==> config.mk <==
export PLATFORM = sky130hd
export DESIGN_NAME = mandel_top
export DESIGN_NICKNAME = d
export VERILOG_FILES = /design/src/hw/mandel_pkg.sv /design/src/hw/escape_alu.sv /design/src/hw/escape_iter.sv /design/src/hw/frame_scan.sv /design/src/hw/mandel_top.sv /design/src/hw/shade_select.sv
export VERILOG_INCLUDE_DIRS = /design/src /design/src/hw
export SDC_FILE = /design/constraint.sdc
export NUM_CORES = 1
export LEC_CHECK = 0
export BUFFER_PORTS_ARGS = -buffer_cell sky130_fd_sc_hd__clkbuf_2
export CAP_MARGIN = 20
export CORE_ASPECT_RATIO = 0.5
export CORE_MARGIN = 4
export CORE_UTILIZATION = 65
export CTS_CLUSTER_DIAMETER = 200
export CTS_CLUSTER_SIZE = 14
export DETAILED_ROUTE_END_ITERATION = 10
export PLACE_DENSITY = 0.83
export SETUP_SLACK_MARGIN = 0.1
export SLEW_MARGIN = 30
export SYNTH_ARGS = -nofsm -noshare
export SYNTH_HDL_FRONTEND = slang
export SYNTH_SLANG_ARGS = --single-unit
==> constraint.sdc <==
create_clock -name clk -period 24.2 [get_ports clk]
set_input_delay 4.84 -clock clk [delete_from_list [all_inputs] [get_ports clk]]
set_output_delay 4.84 -clock clk [all_outputs]
set_load 0.01 [all_outputs]
==> src/hw/mandel_consts.svh <==
// Mandelbrot frame renderer constants.
// Fixed-point format, counter widths and the default frame size.

`ifndef MANDEL_CONSTS_SVH
`define MANDEL_CONSTS_SVH

////////////////////
// Fixed-point format
////////////////////

// Signed value width, 3 integer bits.
`define MANDEL_BITWIDTH 10
// Fraction bits.
`define MANDEL_FRAC 7

// Iteration counter and step field widths.
`define MANDEL_CTRWIDTH 10
`define MANDEL_STEPWIDTH 7

// |z|^2 = 4.0 after the product shift.
`define MANDEL_ESCAPE 512

////////////////////
// Default frame
////////////////////

`define MANDEL_FRAME_W 16
`define MANDEL_FRAME_H 12

`endif

==> src/hw/mandel_pkg.sv <==
// Mandelbrot shared types.
// Configuration, point and ALU structs plus the state and shade enums.

`include "mandel_consts.svh"

package mandel_pkg;

    ////////////////////
    // Enums
    ////////////////////

    // Count window selection for the 4-bit shade.
    typedef enum logic [2:0] {
        WIN0   = 3'd0,
        WIN1   = 3'd1,
        WIN2   = 3'd2,
        WIN3   = 3'd3,
        WIN4   = 3'd4,
        WIN5   = 3'd5,
        WIN6   = 3'd6,
        SPREAD = 3'd7
    } shade_mode_e;

    typedef enum logic [1:0] {FRAME_IDLE, FRAME_ISSUE, FRAME_WAIT} frame_state_e;

    typedef enum logic [1:0] {ITER_IDLE, ITER_CALC, ITER_DONE} iter_state_e;

    typedef enum logic [1:0] {ALU_IDLE, ALU_SQUARE, ALU_CROSS, ALU_SUM} alu_state_e;

    ////////////////////
    // Structs
    ////////////////////

    // Frame configuration, sampled on run.
    typedef struct packed {
        logic [`MANDEL_CTRWIDTH-1:0]         max_ctr;
        shade_mode_e                         shade_mode;
        logic [`MANDEL_STEPWIDTH-1:0]        step;
        logic signed [`MANDEL_BITWIDTH-1:0]  cr_offset;
        logic signed [`MANDEL_BITWIDTH-1:0]  ci_offset;
    } mandel_cfg_t;

    typedef struct packed {
        logic signed [`MANDEL_BITWIDTH-1:0] cr;
        logic signed [`MANDEL_BITWIDTH-1:0] ci;
    } point_t;

    typedef struct packed {
        logic signed [`MANDEL_BITWIDTH-1:0] zr;
        logic signed [`MANDEL_BITWIDTH-1:0] zi;
    } cplx_t;

    typedef struct packed {
        cplx_t z;
        logic  escaped;
        logic  overflow;
    } alu_result_t;

endpackage

==> src/hw/escape_alu.sv <==
// Escape ALU.
// Computes z' = z^2 + c over three cycles with one shared multiplier,
// and flags escape (|z|^2 >= 4) and overflow of the new value.

`timescale 1ns/1ps
`include "mandel_consts.svh"

module escape_alu (
    input  logic                    clk,
    input  logic                    rst_n,
    input  logic                    alu_start,
    input  mandel_pkg::cplx_t       z,
    input  mandel_pkg::point_t      point,
    output logic                    alu_done,
    output mandel_pkg::alu_result_t result
);
    localparam int W  = `MANDEL_BITWIDTH;
    localparam int PW = 2 * `MANDEL_BITWIDTH;
    localparam int XW = PW + 2;

    mandel_pkg::alu_state_e state;
    mandel_pkg::alu_state_e phase;

    logic signed [W-1:0]  zr_q;
    logic signed [W-1:0]  zi_q;
    logic signed [W-1:0]  cr_q;
    logic signed [W-1:0]  ci_q;
    logic signed [W-1:0]  mul_a;
    logic signed [W-1:0]  mul_b;
    logic signed [PW-1:0] mul_full;
    logic signed [PW-1:0] mul_prod;
    logic signed [PW-1:0] p_rr;
    logic signed [PW-1:0] p_ii;
    logic signed [XW-1:0] mag_sum;
    logic signed [XW-1:0] zr_wide;
    logic signed [XW-1:0] zi_wide;

    // True when v fits in W signed bits.
    function automatic logic fits_w(input logic signed [XW-1:0] v);
        return (v[XW-1:W-1] == '0) || (v[XW-1:W-1] == '1);
    endfunction

    // SQUARE only lasts the start cycle, with operands taken straight from the ports.
    assign phase = (state == mandel_pkg::ALU_IDLE && alu_start) ? mandel_pkg::ALU_SQUARE
                                                                 : state;

    ////////////////////
    // Shared multiplier
    ////////////////////

    always_comb begin
        case (phase)
            mandel_pkg::ALU_SQUARE: begin
                mul_a = z.zr;
                mul_b = z.zr;
            end
            mandel_pkg::ALU_CROSS: begin
                mul_a = zi_q;
                mul_b = zi_q;
            end
            default: begin
                mul_a = zr_q;
                mul_b = zi_q;
            end
        endcase
    end

    assign mul_full = mul_a * mul_b;
    assign mul_prod = mul_full >>> `MANDEL_FRAC;

    // Escape test on the input z, full width.
    assign mag_sum = p_rr + mul_prod;

    // New values before the 10-bit truncation.
    assign zr_wide = p_rr - p_ii + cr_q;
    assign zi_wide = (mul_prod <<< 1) + ci_q;

    ////////////////////
    // Sequencing
    ////////////////////

    always_ff @(posedge clk or negedge rst_n) begin
        if (!rst_n) begin
            state    <= mandel_pkg::ALU_IDLE;
            alu_done <= 1'b0;
        end else begin
            alu_done <= 1'b0;
            case (phase)
                mandel_pkg::ALU_SQUARE: state <= mandel_pkg::ALU_CROSS;
                mandel_pkg::ALU_CROSS:  state <= mandel_pkg::ALU_SUM;
                mandel_pkg::ALU_SUM: begin
                    state    <= mandel_pkg::ALU_IDLE;
                    alu_done <= 1'b1;
                end
                default: state <= mandel_pkg::ALU_IDLE;
            endcase
        end
    end

    always_ff @(posedge clk) begin
        case (phase)
            mandel_pkg::ALU_SQUARE: begin
                zr_q <= z.zr;
                zi_q <= z.zi;
                cr_q <= point.cr;
                ci_q <= point.ci;
                p_rr <= mul_prod;
            end
            mandel_pkg::ALU_CROSS: begin
                p_ii           <= mul_prod;
                result.escaped <= (mag_sum >= `MANDEL_ESCAPE);
            end
            mandel_pkg::ALU_SUM: begin
                result.z.zr     <= zr_wide[W-1:0];
                result.z.zi     <= zi_wide[W-1:0];
                result.overflow <= !fits_w(zr_wide) || !fits_w(zi_wide);
            end
            default: ;
        endcase
    end

endmodule

==> src/hw/escape_iter.sv <==
// Escape iteration controller.
// Runs z = z^2 + c for one pixel around the escape ALU and reports
// the iteration count when the point escapes, overflows or hits max_ctr.

`timescale 1ns/1ps
`include "mandel_consts.svh"

module escape_iter (
    input  logic                         clk,
    input  logic                         rst_n,
    input  logic                         pixel_start,
    input  mandel_pkg::point_t           point,
    input  logic [`MANDEL_CTRWIDTH-1:0]  max_ctr,
    output logic                         pixel_done,
    output logic [`MANDEL_CTRWIDTH-1:0]  count
);
    mandel_pkg::iter_state_e state;
    mandel_pkg::cplx_t       z;
    mandel_pkg::alu_result_t result;

    logic alu_start;
    logic alu_done;
    logic ovf_q;
    logic stop;

    // Termination test for the current iteration.
    assign stop = result.escaped || (count == max_ctr) || ovf_q;

    assign pixel_done = (state == mandel_pkg::ITER_DONE);

    ////////////////////
    // Iteration FSM
    ////////////////////

    always_ff @(posedge clk or negedge rst_n) begin
        if (!rst_n) begin
            state     <= mandel_pkg::ITER_IDLE;
            alu_start <= 1'b0;
            count     <= '0;
            ovf_q     <= 1'b0;
        end else begin
            alu_start <= 1'b0;
            case (state)
                mandel_pkg::ITER_IDLE: begin
                    if (pixel_start) begin
                        count     <= '0;
                        ovf_q     <= 1'b0;
                        alu_start <= 1'b1;
                        state     <= mandel_pkg::ITER_CALC;
                    end
                end
                mandel_pkg::ITER_CALC: begin
                    if (alu_done) begin
                        if (stop) begin
                            state <= mandel_pkg::ITER_DONE;
                        end else begin
                            count     <= count + 1'b1;
                            ovf_q     <= result.overflow;
                            alu_start <= 1'b1;
                        end
                    end
                end
                default: state <= mandel_pkg::ITER_IDLE;
            endcase
        end
    end

    // Running z value.
    always_ff @(posedge clk) begin
        if (state == mandel_pkg::ITER_IDLE && pixel_start) begin
            z <= '0;
        end else if (state == mandel_pkg::ITER_CALC && alu_done && !stop) begin
            z <= result.z;
        end
    end

    escape_alu alu0 (
        .clk       (clk),
        .rst_n     (rst_n),
        .alu_start (alu_start),
        .z         (z),
        .point     (point),
        .alu_done  (alu_done),
        .result    (result)
    );

endmodule

==> src/hw/frame_scan.sv <==
// Frame scanner.
// Latches the configuration on run and walks the frame in row order,
// issuing one pixel at a time and waiting for each to finish.

`timescale 1ns/1ps
`include "mandel_consts.svh"

module frame_scan #(
    parameter int frame_w = `MANDEL_FRAME_W,
    parameter int frame_h = `MANDEL_FRAME_H
) (
    input  logic                         clk,
    input  logic                         rst_n,
    input  logic                         run,
    input  mandel_pkg::mandel_cfg_t      cfg,
    input  logic                         pixel_done,
    output logic                         pixel_start,
    output mandel_pkg::point_t           point,
    output logic [`MANDEL_CTRWIDTH-1:0]  max_ctr,
    output mandel_pkg::shade_mode_e      shade_mode,
    output logic                         running,
    output logic                         finished
);
    localparam int W  = `MANDEL_BITWIDTH;
    localparam int XW = (frame_w > 1) ? $clog2(frame_w) : 1;
    localparam int YW = (frame_h > 1) ? $clog2(frame_h) : 1;

    mandel_pkg::frame_state_e state;
    mandel_pkg::mandel_cfg_t  cfg_q;

    logic [XW-1:0] x;
    logic [YW-1:0] y;
    logic [W-1:0]  step_inc;
    logic          row_end;
    logic          last_pixel;

    assign step_inc   = {{(W-`MANDEL_STEPWIDTH){1'b0}}, cfg_q.step} + 1'b1;
    assign row_end    = (x == XW'(frame_w - 1));
    assign last_pixel = row_end && (y == YW'(frame_h - 1));

    assign pixel_start = (state == mandel_pkg::FRAME_ISSUE);
    assign running     = (state != mandel_pkg::FRAME_IDLE);
    assign finished    = (state == mandel_pkg::FRAME_IDLE);
    assign max_ctr     = cfg_q.max_ctr;
    assign shade_mode  = cfg_q.shade_mode;

    ////////////////////
    // Frame FSM
    ////////////////////

    always_ff @(posedge clk or negedge rst_n) begin
        if (!rst_n) begin
            state <= mandel_pkg::FRAME_IDLE;
            x     <= '0;
            y     <= '0;
        end else begin
            case (state)
                mandel_pkg::FRAME_IDLE: begin
                    if (run) begin
                        x     <= '0;
                        y     <= '0;
                        state <= mandel_pkg::FRAME_ISSUE;
                    end
                end
                mandel_pkg::FRAME_ISSUE: state <= mandel_pkg::FRAME_WAIT;
                mandel_pkg::FRAME_WAIT: begin
                    if (pixel_done) begin
                        if (last_pixel) begin
                            state <= mandel_pkg::FRAME_IDLE;
                        end else begin
                            state <= mandel_pkg::FRAME_ISSUE;
                            if (row_end) begin
                                x <= '0;
                                y <= y + 1'b1;
                            end else begin
                                x <= x + 1'b1;
                            end
                        end
                    end
                end
                default: state <= mandel_pkg::FRAME_IDLE;
            endcase
        end
    end

    // Configuration latch and coordinate stepping, wrapping at W bits.
    always_ff @(posedge clk) begin
        if (state == mandel_pkg::FRAME_IDLE && run) begin
            cfg_q    <= cfg;
            point.cr <= cfg.cr_offset;
            point.ci <= cfg.ci_offset;
        end else if (state == mandel_pkg::FRAME_WAIT && pixel_done && !last_pixel) begin
            if (row_end) begin
                point.cr <= cfg_q.cr_offset;
                point.ci <= point.ci + step_inc;
            end else begin
                point.cr <= point.cr + step_inc;
            end
        end
    end

endmodule

==> src/hw/mandel_top.sv <==
// Mandelbrot frame renderer top level.
// Frame scanner, escape iteration and shade selection in a chain;
// one shade strobe per pixel, finished once the frame is done.

`timescale 1ns/1ps
`include "mandel_consts.svh"

module mandel_top #(
    parameter int frame_w = `MANDEL_FRAME_W,
    parameter int frame_h = `MANDEL_FRAME_H
) (
    input  logic                    clk,
    input  logic                    rst_n,
    input  logic                    run,
    input  mandel_pkg::mandel_cfg_t cfg,
    output logic                    running,
    output logic                    finished,
    output logic [3:0]              ctr_out,
    output logic                    pixel_strobe
);
    mandel_pkg::point_t      point;
    mandel_pkg::shade_mode_e shade_mode;

    logic                         pixel_start;
    logic                         pixel_done;
    logic [`MANDEL_CTRWIDTH-1:0]  max_ctr;
    logic [`MANDEL_CTRWIDTH-1:0]  count;

    frame_scan #(
        .frame_w (frame_w),
        .frame_h (frame_h)
    ) scan0 (
        .clk         (clk),
        .rst_n       (rst_n),
        .run         (run),
        .cfg         (cfg),
        .pixel_done  (pixel_done),
        .pixel_start (pixel_start),
        .point       (point),
        .max_ctr     (max_ctr),
        .shade_mode  (shade_mode),
        .running     (running),
        .finished    (finished)
    );

    escape_iter iter0 (
        .clk         (clk),
        .rst_n       (rst_n),
        .pixel_start (pixel_start),
        .point       (point),
        .max_ctr     (max_ctr),
        .pixel_done  (pixel_done),
        .count       (count)
    );

    shade_select shade0 (
        .clk          (clk),
        .rst_n        (rst_n),
        .pixel_done   (pixel_done),
        .count        (count),
        .shade_mode   (shade_mode),
        .ctr_out      (ctr_out),
        .pixel_strobe (pixel_strobe)
    );

endmodule

==> src/hw/shade_select.sv <==
// Shade selector.
// Picks a 4-bit window of the iteration count and registers it as a shade.

`timescale 1ns/1ps
`include "mandel_consts.svh"

module shade_select (
    input  logic                         clk,
    input  logic                         rst_n,
    input  logic                         pixel_done,
    input  logic [`MANDEL_CTRWIDTH-1:0]  count,
    input  mandel_pkg::shade_mode_e      shade_mode,
    output logic [3:0]                   ctr_out,
    output logic                         pixel_strobe
);
    logic [3:0] window;

    // WINk takes bits k+3 down to k.
    always_comb begin
        case (shade_mode)
            mandel_pkg::WIN0:   window = count[3:0];
            mandel_pkg::WIN1:   window = count[4:1];
            mandel_pkg::WIN2:   window = count[5:2];
            mandel_pkg::WIN3:   window = count[6:3];
            mandel_pkg::WIN4:   window = count[7:4];
            mandel_pkg::WIN5:   window = count[8:5];
            mandel_pkg::WIN6:   window = count[9:6];
            mandel_pkg::SPREAD: window = {count[9], count[6], count[3], count[0]};
            default:            window = count[3:0];
        endcase
    end

    always_ff @(posedge clk or negedge rst_n) begin
        if (!rst_n) begin
            ctr_out      <= 4'd0;
            pixel_strobe <= 1'b0;
        end else begin
            pixel_strobe <= pixel_done;
            if (pixel_done) begin
                ctr_out <= window;
            end
        end
    end

endmodule

-- Yosys cells after proc, flatten, opt, wreduce, memory -nomap -nowiden
Index checks and enable logic that the tools add are counted.
- mux-type cells: 39
- $add $sub $neg: 10
- eq/ne operators: 27
- order comparisons: 1
- reduce and logical (&&, ||, !) cells: 34
- $mul: 1
- operator list (operator ; number):
    $mux W10 ; 6
    $mux W20 ; 2
    $pmux W10 S2 ; 2
    $pmux W4 S8 ; 1
    $add A14 B10 Y15 ; 2
    $mux W4 ; 7
    $eq A13 B13 Y1 const B ; 2
    $logic_not A13 Y1 ; 2
    $add A10 B10 Y10 ; 2
    $mul A10 B10 Y20 ; 1
    $pmux W4 S2 ; 2
    $add A13 B13 Y14 ; 1
    $ge A14 B11 Y1 const B ; 1
    $sub A13 B13 Y14 ; 1
    $eq A3 B3 Y1 const B ; 4
    $mux W2 ; 6
    $add A10 B1 Y10 const B ; 1
    $eq A10 B10 Y1 ; 1
    $reduce_bool A2 Y1 ; 5
    $add A4 B1 Y4 const B ; 2
    $add A7 B1 Y8 const B ; 1
    $eq A2 B2 Y1 const B ; 4
    $eq A4 B4 Y1 const B ; 2
    $logic_and A1 B1 Y1 ; 8
    17 further kinds ; 46
- output and inout port bits: 7
- input bits: 43
- register bits: 190

-- Depth between registers and ports, before layout
- depth in word-level cells: 11
- gate-level depth with buffers: 35
- mapped depth without buffers: 34

-- Modules after synthesis
From an unflattened synthesis, not the netlist that was laid out.
- cell total of the unflattened synthesis: 1380
- area, all modules: 14244.9 um^2
- by module, submodules not included (module ; instances ; area an instance (um^2) ; cells an instance):
    escape_alu ; 1 ; 8833.5 ; 857
    frame_scan ; 1 ; 3281.9 ; 285
    escape_iter ; 1 ; 1665.3 ; 177
    shade_select ; 1 ; 464.2 ; 61

-- Least setup slack after synthesis
OpenSTA, ideal clock, no wires.
- path kind: reg-to-reg
- from: reg iter0.alu0.state[1]
- to: reg, netlist name iter0.alu0.result[1]
- cell stages (with the launch flop): 33
- buffers on the path: 1
- setup time: 0.256 ns
- data arrival time: 9.332 ns
- path slack: 14.612 ns
- clock period less this slack: 9.588 ns
- cell sequence: dfrtp_1 o21bai_2 inv_1 buf_1 mux2i_1 a21oi_1 nand2_1 fa_1 inv_1 fa_1 inv_1 fa_1 inv_1 fa_1 inv_1 fa_1 inv_1 ha_1 o21a_1 o21a_1 o21ai_0 nor3_2 nor3_1 o21ai_0 xor2_1 ha_1 o21ai_0 nor3_1 a211oi_1 o221ai_1 nor3_1 a31oi_1 o211a_1
- cells in the longest elaborated chain, start to end: 8
- elaborated cells between the ends (all ways): 10
- those cells by class: 1 x add/sub; 1 x mul; 1 x order compare; 2 x eq/ne; 3 x mux; 2 x reduce/logical
- RTL lines (element ; line ; source):
    start: declaration ; escape_alu.sv:21 ; mandel_pkg::alu_state_e state;
    start signal: assignment ; escape_alu.sv:84 ; state <= mandel_pkg::ALU_IDLE;
    start signal: assignment ; escape_alu.sv:89 ; mandel_pkg::ALU_SQUARE: state <= mandel_pkg::ALU_CROSS;
    start signal: assignment ; escape_alu.sv:90 ; mandel_pkg::ALU_CROSS: state <= mandel_pkg::ALU_SUM;
    $logic_not A2 Y1 ; escape_alu.sv:44 ; assign phase = (state == mandel_pkg::ALU_IDLE && alu_start) ? mandel_pkg::ALU_SQUARE
    $logic_and A1 B1 Y1 ; escape_alu.sv:44 ;
    $mux W2 * ; escape_alu.sv:44 ;
    $eq A2 B2 Y1 / $eq A2 B1 Y1 (equally long branches) ; escape_alu.sv:52 ; case (phase)
    $pmux W10 S2 / $mux W10 (equally long branches) ; escape_alu.sv:52 ;
    $mul A10 B10 Y20 * ; escape_alu.sv:68 ; assign mul_full = mul_a * mul_b;
    net iter0.alu0.mul_full[17] ; escape_alu.sv:30 ; logic signed [PW-1:0] mul_full;
    $add A13 B13 Y14 * ; escape_alu.sv:72 ; assign mag_sum = p_rr + mul_prod;
    $ge A14 B11 Y1 (no source line) * ; - ;
The timed path passes the listed nets; every way through them passes the cells marked *.
A chain may end at the register's enable or synchronous reset.

-- Final worst setup path
- from: reg iter0.alu0.state[1]
- to: reg, netlist name iter0.alu0.result[1]
- cells in the longest elaborated chain, start to end: 8
- elaborated cells between the ends (all ways): 10
- those cells by class: 1 x add/sub; 1 x mul; 1 x order compare; 2 x eq/ne; 3 x mux; 2 x reduce/logical
- RTL lines (element ; line):
    $logic_not A2 Y1 ; escape_alu.sv:44
    $logic_and A1 B1 Y1 ; escape_alu.sv:44
    $mux W2 * ; escape_alu.sv:44
    $eq A2 B2 Y1 / $eq A2 B1 Y1 (equally long branches) ; escape_alu.sv:52
    $pmux W10 S2 / $mux W10 (equally long branches) ; escape_alu.sv:52
    $mul A10 B10 Y20 * ; escape_alu.sv:68
    net iter0.alu0.mul_full[17] ; escape_alu.sv:30
    $add A13 B13 Y14 * ; escape_alu.sv:72
    $ge A14 B11 Y1 (no source line) * ; -
Marked as above.

==> results by group <==
Status
  • Status: finished, final reports clean

Finish
  • Final Util: between 70% and 80%
  • Final nets: 1,660
  • Fin cells: approximately 1,700
  • Commonest cells after routing, fill and taps aside: 203 x inv_1, 138 x edfxtp_1, 127 x nor2_1
  • Area Overhead vs Synth: 8.19%
  • FILL cells: 1,434
  • Most common cell after layout, fill and taps aside: inv_1
  • Layout cells sized above 1: under 10%

Placement
  • I/O Buffers: between 40 and 50
  • Final estimated routing congestion in global placement: around 0.98
  • Dpl cells: 1,657
  • DPL Wire Length: between 20,000 and 25,000 um

Global routing
  • GRT Util Overall: around a quarter
  • Vias in the first global route: roughly 10,000
  • GRT met2 Usage: a little under half
  • Initial antenna violation count: 1
  • Busiest grt layer: met2
  • M3 GR Usage: under 10%
  • GR Overflow Total: 0
  • GR Layer Usage met1: a little under two fifths
  • First-pass GRT wire length: a little over 50,000 um
  • Largest net degree at the start of global routing: 65

Flow run
  • Max Cap Violations: 0

Floorplan
  • Die Wd: 215 um
  • Core area: 0.0207 mm^2
  • Full die area: 0.0239 mm^2
  • Site Rows: 37
  • IO Count: 50
  • Die Ht: about 110 um
  • Starting density of the core: around 67%

Logic synthesis
  • Post-synth top area share: between 20% and 30%
  • Number of synthesized flops with an enable pin: between 100 and 150
  • Post-synthesis cell type count: 66
  • Register area share after synthesis: 38.5%
  • Syn Inst Count: 1,357
  • Synth area leader: edfxtp_1
  • #FFs+latches synth: 190
  • Synth area leaders: edfxtp_1 30%, fa_1 15%, ha_1 9.6%, dfrtp_1 5.8%, inv_1 5.5%
  • Mapped Avg Cell Area: between 10 and 15 um^2
  • Synth async-reset ratio: 16.8%
  • Syn nets: between 1,500 and 2,000
  • Post-synth top flop: edfxtp_1
  • Cell Area, Synth: 0.0139 mm^2
  • Synth warnings: 0

Clocking
  • Reg clk slew, reported paths: about 0.07 ns
  • CTS tree: yes
  • CTS Sinks: 190
  • Clk_lat worst skew: between 0.4 and 0.5 ns
  • # Post-CTS Setup Buffers: 0
  • CTS H-Tree Depth: 4
  • TritonCTS Buffers: 17
  • Resized Gates After CTS: 0
  • Cts hold-fix bufs: 0
  • CTS Buffer Depth: 2
  • Clock root buffer: clkbuf_16

STA
  • Final period util: about two fifths
  • Worst Skew: around 0.0086 ns
  • Relative slew slack: around two fifths
  • # setup viols final: 0
  • Max-slew violations: 0
  • Final Hold Viols: 0
  • Unrepaired setup endpoints after global routing: no
  • Worst slew pin tran: around 0.88 ns
  • Fmax: between 100 and 150 MHz
  • Total negative slack: 0 ns
  • Final min period: approximately 9.6 ns

Route
  • Via count: slightly above 10,000
  • Routed Antenna Nets: 0
  • # DRC: 0
  • Drt pass-1 iters: 7
  • Average wire per standard cell: around 18 um
  • Drt initial violations: 964
  • Routed wire length: between 30,000 and 40,000 um
  • Vias per inst: 5.98

Setup path
  • WS Path Type: register to register
  • CP Capture Type: register
  • Startpoint types: register
  • Crit-path max FO: 64
  • Reg2reg path depth: 32
  • WP data required: 24.38 ns
  • WP data arrival: around 10 ns
  • CP max stage cell: buf_4
  • Max incr delay on CP: about 0.64 ns

Worst hold path
  • Min-Delay Path Class: register to register
  • Hold-critical path depth: 0

Pwr
  • Leakage: ~0.007 uW
  • Power Dens Cells: about 42 mW/mm^2
  • Peak supply drop: 0.0507 mV
## path summary, 6_finish.rpt
kind,start,end,slack (ns)
worst max-delay path,iter0.alu0.state[1],iter0.alu0.result[1],14.65
worst min-delay path,iter0.z[7],iter0.alu0.zi_q[7],0.43
worst max register to register,iter0.alu0.state[1],iter0.alu0.result[1],14.65
worst min register to register,iter0.z[7],iter0.alu0.zi_q[7],0.43
max in group asynchronous,rst_n,iter0.alu_start,19.19
min in group asynchronous,rst_n,shade0.ctr_out[0],4.50
## sequential cells by signal (all words and copies together), names as in the netlist, 13 cells and up
| register | flops |
|---|---|
| iter0.z | 20 |
| iter0.alu0.result | 22 |
| iter0.alu0.p_ii | 13 |
| iter0.alu0.p_rr | 13 |
| scan0.point | 20 |
| scan0.cfg_q | 17 |
## logic make-up after synthesis
| logic type | Yosys count | share of synthesized area (%) |
|---|---|---|
| and+or+nand+nor | 382 | 12.5 |
| buffers and inverters | 235 | 6.38 |
| muxes | 37 | 2.71 |
| xor gates and xnor gates | 76 | 4.80 |
| DFF | 190 | 38.5 |
| AOI/OAI and AO/OA | 223 | 10.0 |
| adders and majority gates | 214 | 25.1 |
## report_power, final
group	switching, uW	total [uW]	internal, uW	leakage, uW
logic	2.23	4.61	2.38	0.00498
registers	0	346	346	0.00173
clock network	126	280	153	0.000294
## worst max-delay path: cells and delay by family (launching register included)
family | cells | cell delay [ns]
compound gates | 11 | 2.90
simple gates | 5 | 0.98
mux | 1 | 0.32
fa+ha+maj | 7 | 3.29
flops | 1 | 0.38
buf+inv | 7 | 1.03
xor+xnor | 1 | 0.36
## cells in the mapped netlist (4+ instances only)
library cell,instances
o21ai_0,56
o22ai_1,4
xnor2_1,45
dfxtp_1,20
nand3_1,29
ha_1,107
inv_1,204
o21bai_1,12
o21a_1,11
a21oi_1,64
edfxtp_1,138
or3_1,6
a21o_1,18
nor3b_1,6
fa_1,107
a31oi_1,15
mux2i_1,34
dfrtp_1,32
a211oi_1,7
xor2_1,31
and2_1,8
nor2_1,127
nor2b_1,13
nand2_1,126
nor3_1,20
clkbuf_1,22
nand4_1,9
and3_1,11
nand2b_1,10
buf_1,6
## cell type report
type | count | area (um^2) | area share (%)
inverter | 204 | 766 | 5.10
antenna | 1 | 2.50 | 0.0167
multi-input combinational | 932 | 7660 | 51.0
clock buffer | 19 | 464 | 3.09
tap | 273 | 342 | 2.27
timing repair buffer | 58 | 313 | 2.08
clock inverter | 13 | 130 | 0.866
sequential | 190 | 5350 | 35.6
## metrics by stage
step | power [uW] | setup slack, ns | instance area [um^2] | hold slack (ns)
floorplan | 353 | 14.61 | 13900 | 0.400
global route | 649 | 14.02 | 15000 | 0.451
detailed placement | 358 | 14.79 | 14400 | 0.423
CTS | 633 | 14.75 | 15000 | 0.433
global placement | 357 | 15.20 | 14400 | 0.417
finish | 630 | 14.65 | 15000 | 0.432
## per-layer routing
| layer | share of wire [%] | vias up |
|---|---|---|
| met5 | 0 | - |
| met4 | 2.3 | 0 |
| met3 | 6.9 | 81 |
| met2 | 48 | 460 |
| met1 | 43 | 4893 |
| li1 | - | 4668 |
Power figures use the tool's default switching activity.
